## src/include/carrier_table.svh

```systemverilog
`ifndef CARRIER_TABLE_SVH
`define CARRIER_TABLE_SVH

// Quarter-wave cosine magnitudes
// Entry k is round(7 * cos(2*pi*k/32)) for k = 0..7
// Remaining quadrants come from symmetry in the lookup
// Value at k = 8 is zero and is not stored
localparam logic [CARRIER_LUT_WIDTH-2:0] COS_QUARTER [0:7] = '{
   3'd7,
   3'd7,
   3'd6,
   3'd6,
   3'd5,
   3'd4,
   3'd3,
   3'd1
};

`endif
```

## src/verilog/gps_pkg.sv

```systemverilog
package gps_pkg;

   // Front-end sample, two's complement
   localparam int unsigned INPUT_WIDTH = 3;

   // Carrier NCO and lookup
   localparam int unsigned CARRIER_ACC_WIDTH = 32;
   // 32 phases per carrier cycle
   localparam int unsigned CARRIER_INDEX_WIDTH = 5;
   localparam int unsigned CARRIER_LUT_WIDTH = 4;

   // Sample times carrier
   localparam int unsigned MIXED_WIDTH = INPUT_WIDTH + CARRIER_LUT_WIDTH;

   // Track accumulators wrap at this width
   localparam int unsigned ACC_WIDTH = 24;

   // Doppler increment, sign-extended up to CARRIER_ACC_WIDTH
   localparam int unsigned DOPPLER_WIDTH = 16;

   // IF of 4.1304 MHz at 16.368 MHz sampling
   localparam logic [CARRIER_ACC_WIDTH-1:0] F_IF_INC = 32'd1083817923;

   // High-side mixing inverts the quadrature carrier
   localparam bit MIXING_SIGN = 1'b1;

   // Code NCO, one chip per carry
   localparam int unsigned CODE_ACC_WIDTH = 32;
   localparam int unsigned PRN_WIDTH = 5;

   // Sample delay while the carrier index and chip settle
   localparam int unsigned CA_PIPE_DELAY = 2;

   // G2 phase-select taps, entry 0 is PRN 1 and entry 31 is PRN 32
   localparam logic [3:0] G2_TAPS [0:31][0:1] = '{
      '{4'd2, 4'd6}, '{4'd3, 4'd7}, '{4'd4, 4'd8}, '{4'd5, 4'd9},
      '{4'd1, 4'd9}, '{4'd2, 4'd10}, '{4'd1, 4'd8}, '{4'd2, 4'd9},
      '{4'd3, 4'd10}, '{4'd2, 4'd3}, '{4'd3, 4'd4}, '{4'd5, 4'd6},
      '{4'd6, 4'd7}, '{4'd7, 4'd8}, '{4'd8, 4'd9}, '{4'd9, 4'd10},
      '{4'd1, 4'd4}, '{4'd2, 4'd5}, '{4'd3, 4'd6}, '{4'd4, 4'd7},
      '{4'd5, 4'd8}, '{4'd6, 4'd9}, '{4'd1, 4'd3}, '{4'd4, 4'd6},
      '{4'd5, 4'd7}, '{4'd6, 4'd8}, '{4'd7, 4'd9}, '{4'd8, 4'd10},
      '{4'd1, 4'd6}, '{4'd2, 4'd7}, '{4'd3, 4'd8}, '{4'd4, 4'd9}
   };

   // Payload types
   typedef logic signed [INPUT_WIDTH-1:0] sample_t;
   typedef logic signed [CARRIER_LUT_WIDTH-1:0] carrier_t;
   typedef logic signed [MIXED_WIDTH-1:0] mixed_t;
   typedef logic signed [ACC_WIDTH-1:0] acc_t;
   typedef logic signed [DOPPLER_WIDTH-1:0] doppler_t;
   typedef logic [CARRIER_INDEX_WIDTH-1:0] carrier_index_t;

endpackage

```

## src/verilog/baseband_if.sv

```systemverilog
`timescale 1ns/1ps

interface baseband_if import gps_pkg::*; ();

   // Zeroes both track stages
   logic   clear;
   // One-cycle strobe for the fields below
   logic   valid;
   logic   ca_bit;
   mixed_t mixed_i;
   mixed_t mixed_q;

   modport source (output clear, output valid, output ca_bit, output mixed_i, output mixed_q);

   modport sink (input clear, input valid, input ca_bit, input mixed_i, input mixed_q);

endinterface

```

## src/verilog/correlator_channel.sv

```systemverilog
`timescale 1ns/1ps

module correlator_channel
   import gps_pkg::*;
(
   input  logic                      clk,
   input  logic                      rst_n_i,
   input  logic                      clear_i,
   input  logic                      sample_valid_i,
   input  logic                      feed_complete_i,
   input  sample_t                   sample_i,
   input  doppler_t                  doppler_i,
   input  logic [CODE_ACC_WIDTH-1:0] code_rate_i,
   input  logic [PRN_WIDTH-1:0]      prn_i,
   output acc_t                      accumulator_i_o,
   output acc_t                      accumulator_q_o,
   output logic                      accumulator_updating_o,
   output logic                      accumulation_complete_o
);

   logic code_msb;
   logic code_msb_q;
   logic strobe_q;
   logic code_step;
   logic ca_chip;

   // Code NCO, one add per strobe
   carrier_dds #(.INDEX_WIDTH(1)) u_code_nco (
      .clk      (clk),
      .rst_n_i  (rst_n_i),
      .clear_i  (clear_i),
      .enable_i (sample_valid_i),
      .inc_i    (code_rate_i),
      .index_o  (code_msb)
   );

   // Phase MSB seen at each strobe, before its add
   always_ff @(posedge clk) begin
      if (!rst_n_i || clear_i) begin
         strobe_q <= 1'b0;
         code_msb_q <= 1'b0;
      end else begin
         strobe_q <= sample_valid_i;
         if (sample_valid_i) begin
            code_msb_q <= code_msb;
         end
      end
   end

   // Carry shows as the MSB falling across the add
   // Holds for code rates up to half the sample rate
   // Step lands one cycle after the strobe
   assign code_step = strobe_q & code_msb_q & ~code_msb;

   ca_code_gen u_code_gen (
      .clk     (clk),
      .rst_n_i (rst_n_i),
      .clear_i (clear_i),
      .step_i  (code_step),
      .prn_i   (prn_i),
      .chip_o  (ca_chip)
   );

   subchannel u_subchannel (
      .clk                     (clk),
      .rst_n_i                 (rst_n_i),
      .clear_i                 (clear_i),
      .sample_valid_i          (sample_valid_i),
      .feed_complete_i         (feed_complete_i),
      .sample_i                (sample_i),
      .doppler_i               (doppler_i),
      .ca_bit_i                (ca_chip),
      .acc_i_o                 (accumulator_i_o),
      .acc_q_o                 (accumulator_q_o),
      .accumulator_updating_o  (accumulator_updating_o),
      .accumulation_complete_o (accumulation_complete_o)
   );

endmodule

```

## src/verilog/ca_code_gen.sv

```systemverilog
`timescale 1ns/1ps

module ca_code_gen
   import gps_pkg::*;
(
   input  logic                 clk,
   input  logic                 rst_n_i,
   input  logic                 clear_i,
   input  logic                 step_i,
   input  logic [PRN_WIDTH-1:0] prn_i,
   output logic                 chip_o
);

   // Stage 1 takes the feedback, stage 10 is the output end
   logic [10:1]          g1_q;
   logic [10:1]          g2_q;
   logic                 g1_fb;
   logic                 g2_fb;
   logic [PRN_WIDTH-1:0] prn_idx;
   logic [3:0]           tap_a;
   logic [3:0]           tap_b;

   // G1 polynomial 1 + x^3 + x^10
   assign g1_fb = g1_q[3] ^ g1_q[10];

   // G2 polynomial 1 + x^2 + x^3 + x^6 + x^8 + x^9 + x^10
   assign g2_fb = g2_q[2] ^ g2_q[3] ^ g2_q[6] ^ g2_q[8] ^ g2_q[9] ^ g2_q[10];

   // PRN 32 arrives as 0 on the 5-bit port and wraps to entry 31
   assign prn_idx = prn_i - 1'b1;
   assign tap_a = G2_TAPS[prn_idx][0];
   assign tap_b = G2_TAPS[prn_idx][1];

   // Both registers restart at all ones
   always_ff @(posedge clk) begin
      if (!rst_n_i || clear_i) begin
         g1_q <= '1;
         g2_q <= '1;
      end else if (step_i) begin
         g1_q <= {g1_q[9:1], g1_fb};
         g2_q <= {g2_q[9:1], g2_fb};
      end
   end

   // G2 delayed by phase-select XOR, then mod-2 with G1
   assign chip_o = g1_q[10] ^ g2_q[tap_a] ^ g2_q[tap_b];

endmodule

```

## src/verilog/subchannel.sv

```systemverilog
`timescale 1ns/1ps

module subchannel
   import gps_pkg::*;
(
   input  logic     clk,
   input  logic     rst_n_i,
   input  logic     clear_i,
   input  logic     sample_valid_i,
   input  logic     feed_complete_i,
   input  sample_t  sample_i,
   input  doppler_t doppler_i,
   input  logic     ca_bit_i,
   output acc_t     acc_i_o,
   output acc_t     acc_q_o,
   output logic     accumulator_updating_o,
   output logic     accumulation_complete_o
);

   logic                         valid_mix;
   sample_t                      sample_mix;
   logic                         chip_mix;
   logic [CARRIER_ACC_WIDTH-1:0] carrier_inc;
   carrier_index_t               carrier_index;
   carrier_t                     carrier_cos;
   carrier_t                     carrier_sin;
   mixed_t                       mixed_i;
   mixed_t                       mixed_q;

   baseband_if bb ();

   // Strobe and sample meet the carrier index CA_PIPE_DELAY cycles later
   delay_line #(.T(logic), .DELAY(CA_PIPE_DELAY)) u_valid_delay (
      .clk     (clk),
      .rst_n_i (rst_n_i),
      .in_i    (sample_valid_i),
      .out_o   (valid_mix)
   );

   delay_line #(.T(sample_t), .DELAY(CA_PIPE_DELAY)) u_sample_delay (
      .clk     (clk),
      .rst_n_i (rst_n_i),
      .in_i    (sample_i),
      .out_o   (sample_mix)
   );

   // Chip is taken one cycle after the strobe
   // Code generator steps for earlier strobes have landed by then
   delay_line #(.T(logic), .DELAY(CA_PIPE_DELAY - 1)) u_chip_delay (
      .clk     (clk),
      .rst_n_i (rst_n_i),
      .in_i    (ca_bit_i),
      .out_o   (chip_mix)
   );

   // IF plus sign-extended Doppler
   assign carrier_inc = F_IF_INC
                      + {{(CARRIER_ACC_WIDTH-DOPPLER_WIDTH){doppler_i[DOPPLER_WIDTH-1]}}, doppler_i};

   // Steps once per delayed strobe
   // Index in the strobe cycle is the phase before the step
   carrier_dds u_carrier_dds (
      .clk      (clk),
      .rst_n_i  (rst_n_i),
      .clear_i  (clear_i),
      .enable_i (valid_mix),
      .inc_i    (carrier_inc),
      .index_o  (carrier_index)
   );

   carrier_lut u_carrier_lut (
      .index_i (carrier_index),
      .cos_o   (carrier_cos),
      .sin_o   (carrier_sin)
   );

   // Carrier wipe-off
   assign mixed_i = mixed_t'(sample_mix) * mixed_t'(carrier_cos);
   assign mixed_q = mixed_t'(sample_mix) * mixed_t'(carrier_sin);

   assign bb.clear = clear_i;

   // Register products, chip and strobe into the track inputs
   delay_line #(.T(logic), .DELAY(1)) u_track_valid (
      .clk     (clk),
      .rst_n_i (rst_n_i),
      .in_i    (valid_mix),
      .out_o   (bb.valid)
   );

   delay_line #(.T(logic), .DELAY(1)) u_track_chip (
      .clk     (clk),
      .rst_n_i (rst_n_i),
      .in_i    (chip_mix),
      .out_o   (bb.ca_bit)
   );

   delay_line #(.T(mixed_t), .DELAY(1)) u_track_mixed_i (
      .clk     (clk),
      .rst_n_i (rst_n_i),
      .in_i    (mixed_i),
      .out_o   (bb.mixed_i)
   );

   delay_line #(.T(mixed_t), .DELAY(1)) u_track_mixed_q (
      .clk     (clk),
      .rst_n_i (rst_n_i),
      .in_i    (mixed_q),
      .out_o   (bb.mixed_q)
   );

   // High while the track wipe-off stage holds a sample
   delay_line #(.T(logic), .DELAY(1)) u_updating_delay (
      .clk     (clk),
      .rst_n_i (rst_n_i),
      .in_i    (bb.valid),
      .out_o   (accumulator_updating_o)
   );

   // Pipe depth plus input register plus two track stages
   delay_line #(.T(logic), .DELAY(CA_PIPE_DELAY + 3)) u_complete_delay (
      .clk     (clk),
      .rst_n_i (rst_n_i),
      .in_i    (sample_valid_i && feed_complete_i),
      .out_o   (accumulation_complete_o)
   );

   track_accumulator u_track_i (
      .clk        (clk),
      .rst_n_i    (rst_n_i),
      .bb         (bb),
      .select_q_i (1'b0),
      .acc_o      (acc_i_o)
   );

   track_accumulator u_track_q (
      .clk        (clk),
      .rst_n_i    (rst_n_i),
      .bb         (bb),
      .select_q_i (1'b1),
      .acc_o      (acc_q_o)
   );

endmodule

```

## src/verilog/track_accumulator.sv

```systemverilog
`timescale 1ns/1ps

module track_accumulator
   import gps_pkg::*;
(
   input  logic            clk,
   input  logic            rst_n_i,
   baseband_if.sink        bb,
   // Tied at the instance, 0 for I and 1 for Q
   input  logic            select_q_i,
   output acc_t            acc_o
);

   mixed_t product;
   mixed_t wiped_q;
   logic   wiped_valid_q;

   assign product = select_q_i ? bb.mixed_q : bb.mixed_i;

   // Stage one, code wipe-off
   // Chip 1 maps to -1
   always_ff @(posedge clk) begin
      if (!rst_n_i || bb.clear) begin
         wiped_q <= '0;
         wiped_valid_q <= 1'b0;
      end else begin
         wiped_valid_q <= bb.valid;
         if (bb.valid) begin
            wiped_q <= bb.ca_bit ? -product : product;
         end
      end
   end

   // Stage two, wrapping sum of sign-extended products
   always_ff @(posedge clk) begin
      if (!rst_n_i || bb.clear) begin
         acc_o <= '0;
      end else if (wiped_valid_q) begin
         acc_o <= acc_o + acc_t'(wiped_q);
      end
   end

endmodule

```

## src/verilog/carrier_lut.sv

```systemverilog
`timescale 1ns/1ps

module carrier_lut
   import gps_pkg::*;
(
   input  carrier_index_t index_i,
   output carrier_t       cos_o,
   output carrier_t       sin_o
);

   `include "carrier_table.svh"

   logic [1:0] quadrant;
   logic [2:0] offset;
   logic [2:0] mirror_idx;
   carrier_t   direct_mag;
   carrier_t   mirror_mag;
   carrier_t   sin_raw;

   // Top two bits pick the quadrant, the rest the phase within it
   assign quadrant = index_i[CARRIER_INDEX_WIDTH-1 -: 2];
   assign offset = index_i[CARRIER_INDEX_WIDTH-3:0];

   // Mirror runs from the other end of the quarter wave
   assign mirror_idx = 3'd0 - offset;
   assign direct_mag = carrier_t'({1'b0, COS_QUARTER[offset]});
   // Offset 0 mirrors onto the zero crossing
   assign mirror_mag = (offset == 3'd0) ? '0 : carrier_t'({1'b0, COS_QUARTER[mirror_idx]});

   always_comb begin
      case (quadrant)
         2'd0: begin
            cos_o = direct_mag;
            sin_raw = mirror_mag;
         end
         2'd1: begin
            cos_o = -mirror_mag;
            sin_raw = direct_mag;
         end
         2'd2: begin
            cos_o = -direct_mag;
            sin_raw = -mirror_mag;
         end
         default: begin
            cos_o = mirror_mag;
            sin_raw = -direct_mag;
         end
      endcase
   end

   // Quadrature carrier is inverted for high-side mixing
   assign sin_o = MIXING_SIGN ? -sin_raw : sin_raw;

endmodule

```

## src/verilog/carrier_dds.sv

```systemverilog
`timescale 1ns/1ps

module carrier_dds
   import gps_pkg::*;
#(
   // Top phase bits brought out
   parameter int unsigned INDEX_WIDTH = CARRIER_INDEX_WIDTH
) (
   input  logic                         clk,
   input  logic                         rst_n_i,
   input  logic                         clear_i,
   input  logic                         enable_i,
   input  logic [CARRIER_ACC_WIDTH-1:0] inc_i,
   output logic [INDEX_WIDTH-1:0]       index_o
);

   logic [CARRIER_ACC_WIDTH-1:0] phase_q;

   // Phase wraps modulo 2^CARRIER_ACC_WIDTH
   always_ff @(posedge clk) begin
      if (!rst_n_i || clear_i) begin
         phase_q <= '0;
      end else if (enable_i) begin
         phase_q <= phase_q + inc_i;
      end
   end

   // Taken straight from the phase register
   // During an enable cycle this is still the phase before the add
   assign index_o = phase_q[CARRIER_ACC_WIDTH-1 -: INDEX_WIDTH];

endmodule

```

## src/verilog/delay_line.sv

```systemverilog
`timescale 1ns/1ps

module delay_line #(
   parameter type T = logic,
   parameter int unsigned DELAY = 1
) (
   input  logic clk,
   input  logic rst_n_i,
   input  T     in_i,
   output T     out_o
);

   // Stage 0 is nearest the input
   T pipe_q [DELAY];

   always_ff @(posedge clk) begin
      if (!rst_n_i) begin
         for (int i = 0; i < DELAY; i++) begin
            pipe_q[i] <= '0;
         end
      end else begin
         pipe_q[0] <= in_i;
         for (int i = 1; i < DELAY; i++) begin
            pipe_q[i] <= pipe_q[i-1];
         end
      end
   end

   assign out_o = pipe_q[DELAY-1];

endmodule

```

## config.mk

```make
export PLATFORM = sky130hd
export DESIGN_NAME = correlator_channel
export DESIGN_NICKNAME = d
export VERILOG_FILES = /design/src/verilog/gps_pkg.sv /design/src/verilog/baseband_if.sv /design/src/verilog/correlator_channel.sv /design/src/verilog/ca_code_gen.sv /design/src/verilog/subchannel.sv /design/src/verilog/track_accumulator.sv /design/src/verilog/carrier_lut.sv /design/src/verilog/carrier_dds.sv /design/src/verilog/delay_line.sv
export VERILOG_INCLUDE_DIRS = /design/src /design/src/include
export SDC_FILE = /design/constraint.sdc
export NUM_CORES = 1
export LEC_CHECK = 0
export BUFFER_PORTS_ARGS = -buffer_cell sky130_fd_sc_hd__buf_2
export CAP_MARGIN = 20
export CORE_ASPECT_RATIO = 1.5
export CORE_MARGIN = 2
export CORE_UTILIZATION = 30
export CTS_CLUSTER_SIZE = 8
export DETAILED_ROUTE_END_ITERATION = 10
export GPL_TIMING_DRIVEN = 1
export MAX_ROUTING_LAYER = met4
export PLACE_DENSITY_LB_ADDON = 0.05
export SETUP_SLACK_MARGIN = 0.4
export SLEW_MARGIN = 15
export SYNTH_ARGS = -nofsm -noshare
export SYNTH_HDL_FRONTEND = slang
export SYNTH_SLANG_ARGS = --single-unit
```

## constraint.sdc

```tcl
create_clock -name clk -period 5.05 [get_ports clk]
set_clock_uncertainty 0.1 [all_clocks]
set_input_delay 0.2525 -clock clk [delete_from_list [all_inputs] [get_ports clk]]
set_output_delay 0.2525 -clock clk [all_outputs]
set_load 0.05 [all_outputs]
```

==> impl_metrics.tcl <==
set metrics [dict create \
    syn_inst 1705 \
    slew_violations 0 \
    routed_via_density 5.013 \
    syn_to_final_growth_pct 13.28 \
    max-cap-violations 0 \
    timing.critical_path.arrival_ps 4680 \
    grt_setup_unrepaired "no" \
    setup_tns_ps 0 \
    holdCritStartpoint "code_rate_i[0]" \
    top_level_ports 111 \
    syn-cell-area_um2 13880 \
    ys.flop_type "dfxtp_1" \
    synthDistinctLibCells 84 \
    grt_pass1_vias 12202 \
    placed_area_um2 15010 \
    yosys_warnings 0 \
    clock_net_sink_count 180 \
    clkTransAtPathRegs_ps 70 \
    grt_start_max_net_pins 68 \
    delay_heaviest_family_cp "adder cells" \
    timing.hold.worst.class "input pin to register" \
    ratio_of_cells_with_drive_above_1_in_the_final_layout_pct 10.29 \
    cts_tree "yes" \
    critical-path-top-cell-by-count "ha_1" \
    internal_reg_to_reg_setup_slack_ps 620 \
    finalSetupViolCount 0 \
    layout.filler_cells 4885 \
    root_buffer_cell "clkbuf_16" \
    min_clock_period_post_route_ps 4429 \
    max_clock_freq_mhz 225.8 \
    tightest_slew_ps 974.2 \
    totalWireLength_um 36590 \
    ir_drop_worst_vdd_mv 0.2223 \
    cts-buffers-inserted 17 \
    crit_path_category "register to register" \
    layout.nets 2029 \
    place_congestion 0.7981 \
    routed_via_count 11975 \
    grt.met3_usage_pct 2.189 \
    mappedNetlistNets 1949 \
    finalNonFillerCells 2389 \
    synth_enable_flop_cells 0 \
    worst_setup_path_end_kind "register" \
    run_status "complete, no violations" \
    timing.max_slew.rel_slack_pct 34.96 \
    stdcell_area_um2 15730 \
    power.density_cell_area_nw_per_um2 228.9 \
    timing_hold_violations_final 0 \
    part_of_the_cycle_the_worst_path_needs_pct 87.71 \
    worst_r2r_endpoint "u_subchannel.u_track_mixed_q.pipe_q[0][6]" \
    critical_path.startpoint_type "register" \
    critical_path_required_ps 5300 \
    crit_chain "inv_1, ha_1, ha_1, nor2b_2, a211oi_2, a211o_1, a31oi_1, o2bb2ai_1, a31oi_1, nand3_1, xor2_2, nor2_1, fa_1, ha_1, ha_1, a21o_1, a21oi_1, xnor2_1, and2_1" \
    critical_path_peak_fanout 7 \
    leading_cell_type_by_number_of_instances_after_synthesis "dfxtp_1" \
    postRouteAntennaNets 0 \
    floorplan.die.width_um 179.6 \
    grt_first_pass_wirelength_um 61320 \
    instance_count_along_the_most_critical_hold_path 4 \
    gr_busiest_metal "met2" \
    drt_iter0_drc 360 \
    ys_seq_elements 180 \
    grt_antenna_before_repair 3 \
    ys_async_sr_fraction_pct 0 \
    core_region_area_um2 45760 \
    grt.met2_usage_pct 30.30 \
    hold_critical_path_endpoint "u_code_nco.phase_q[0]" \
    drtPass1Iterations 7 \
    synth_largest_area_cell "dfxtp_1" \
    power.leakage_nw 7.327 \
    yosys-top-cells-count "dfxtp_1 (180), ha_1 (169), nor2_1 (169)" \
    globalRouteOverflowTotal 0 \
    critical_path.n_buffers_inverters 1 \
    grt_util_met1_pct 17.16 \
    grt.total_usage_pct 16.02 \
    total_power_after_layout_mw 3.599 \
    ctsLongestPathBuffers 2 \
    rows 96 \
    insertion_delay_ps 460 \
    avgRoutedWirePerCell_um 15.31 \
    dp_hpwl_um 27380 \
    synth_largest_type_area_fraction_pct 25.96 \
    placement.io_buffers 110 \
    fp.dieArea_um2 48050 \
    drc 0 \
    reg2reg_depth 19 \
    yosysSeqAreaShare_pct 25.96 \
    critical_path.max_stage_delay_ps 460 \
    ctsHtreeMaxLevel 4 \
    die_h_um 267.5 \
    top_cells_by_area_synth "dfxtp_1 (26%), ha_1 (15%), nor2_1 (4.6%)" \
    critical-path-slowest-cell "fa_1" \
    average_cell_area_after_synthesis_um2 8.142 \
    start_util_pct 30.33 \
    reg2reg_from "u_subchannel.u_carrier_dds.phase_q[28]" \
    place_inst 2348 \
]
## state kept, by name (all words and copies together), names as in the netlist, 10 cells and up
register	flops
u_subchannel.u_track_q.acc_o	24
u_code_nco.phase_q	32
u_subchannel.u_carrier_dds.phase_q	32
u_subchannel.u_track_i.acc_o	24
u_code_gen.g2_q	10
u_code_gen.g1_q	10
## stage by stage
stage	hold slack (ps)	util [%]	worst slack, ps
after global placement	316.4	32.77	380.8
after detailed placement	318.7	32.81	291.1
after CTS	37.15	34.30	416.8
final	59.31	34.36	620.7
after global routing	68.09	34.36	420.4
after floorplan	224.1	-	550.2
## layout by cell type, fill, tap and decap left out, types with 10 or more instances in the layout
| cell | n |
|---|---|
| and3_1 | 14 |
| nor2b_1 | 21 |
| nand3_1 | 48 |
| and2_1 | 38 |
| xor2_1 | 41 |
| o21ai_1 | 23 |
| o21ai_0 | 46 |
| a21oi_1 | 111 |
| a211oi_1 | 38 |
| o31ai_1 | 11 |
| a31oi_1 | 21 |
| dfxtp_1 | 178 |
| nand2_1 | 139 |
| o211ai_1 | 18 |
| ha_1 | 169 |
| o22ai_1 | 12 |
| mux2i_1 | 61 |
| a21o_1 | 61 |
| fa_1 | 14 |
| inv_1 | 119 |
| or3_1 | 10 |
| buf_2 | 110 |
| o21a_1 | 12 |
| nand2b_1 | 17 |
| nor3_1 | 38 |
| nor2_1 | 168 |
| clkbuf_16 | 17 |
| xnor2_1 | 62 |
## per-layer routing
metal,part of all wire [%],vias up,routed length (µm)
met5,0,-,0
met4,1.6,0,581
met3,2.3,31,854
met2,53,140,19430
met1,43,5573,15720
li1,-,6231,-
## kinds of logic after synthesis
kind of cell / after synthesis / synth area share, %
adders and majority gates: 183 / 17.25
xor gates and xnor gates: 106 / 6.841
muxes: 72 / 5.372
buffers and inverters: 187 / 5.219
and+or+nand+nor: 550 / 19.02
DFF: 180 / 25.96
AOI/OAI and AO/OA: 427 / 20.34
## power by group
part	total (mW)	switching [mW]	internal, mW
sequential	1.48	0.0276	1.45
combinational	0.671	0.382	0.289
clock	1.45	0.626	0.824
## worst reg2reg max path: cells and delay by family, from the launching register on
family	cells	cell delay, ps
flops	1	380
xor+xnor	2	370
simple gates	4	560
fa+ha+maj	5	1650
buf+inv	1	110
compound gates	7	1170
## how the worst max path moves through the flow
stage	start	endpoint	slack, ps	cells past startpoint
floorplan	u_subchannel.u_carrier_dds.phase_q[27]	u_subchannel.u_track_mixed_q.pipe_q[0][5]	550	19
global placement	u_subchannel.u_carrier_dds.phase_q[28]	u_subchannel.u_track_mixed_q.pipe_q[0][6]	380	19
detailed placement	u_subchannel.u_carrier_dds.phase_q[28]	u_subchannel.u_track_mixed_q.pipe_q[0][6]	290	19
CTS	u_subchannel.u_carrier_dds.phase_q[28]	u_subchannel.u_track_mixed_q.pipe_q[0][6]	420	19
global route	u_subchannel.u_carrier_dds.phase_q[28]	u_subchannel.u_track_mixed_q.pipe_q[0][6]	420	19
finish	u_subchannel.u_carrier_dds.phase_q[28]	u_subchannel.u_track_mixed_q.pipe_q[0][6]	620	19
## area by class of cell
| cell class | count | area [µm²] | area share [%] |
|---|---|---|---|
| multi-input combinational | 1338 | 9592 | 61.00 |
| clock inverter | 10 | 146.4 | 0.9309 |
| sequential | 180 | 3608 | 22.95 |
| clock buffer | 22 | 474.2 | 3.016 |
| inverter | 122 | 457.9 | 2.912 |
| tap | 588 | 735.7 | 4.679 |
| antenna | 3 | 7.507 | 0.04774 |
| timing repair buffer | 126 | 703.2 | 4.472 |
## what timing repair did
action	4_1_cts	5_1_grt
resized for setup	3	4
pin swaps	0	4
buffers inserted	0	1
endpoints found under the setup margin	3	4
hold buffers	5	0
endpoints found under the hold margin	5	0
No activity file was read; power rests on OpenSTA's default activity.
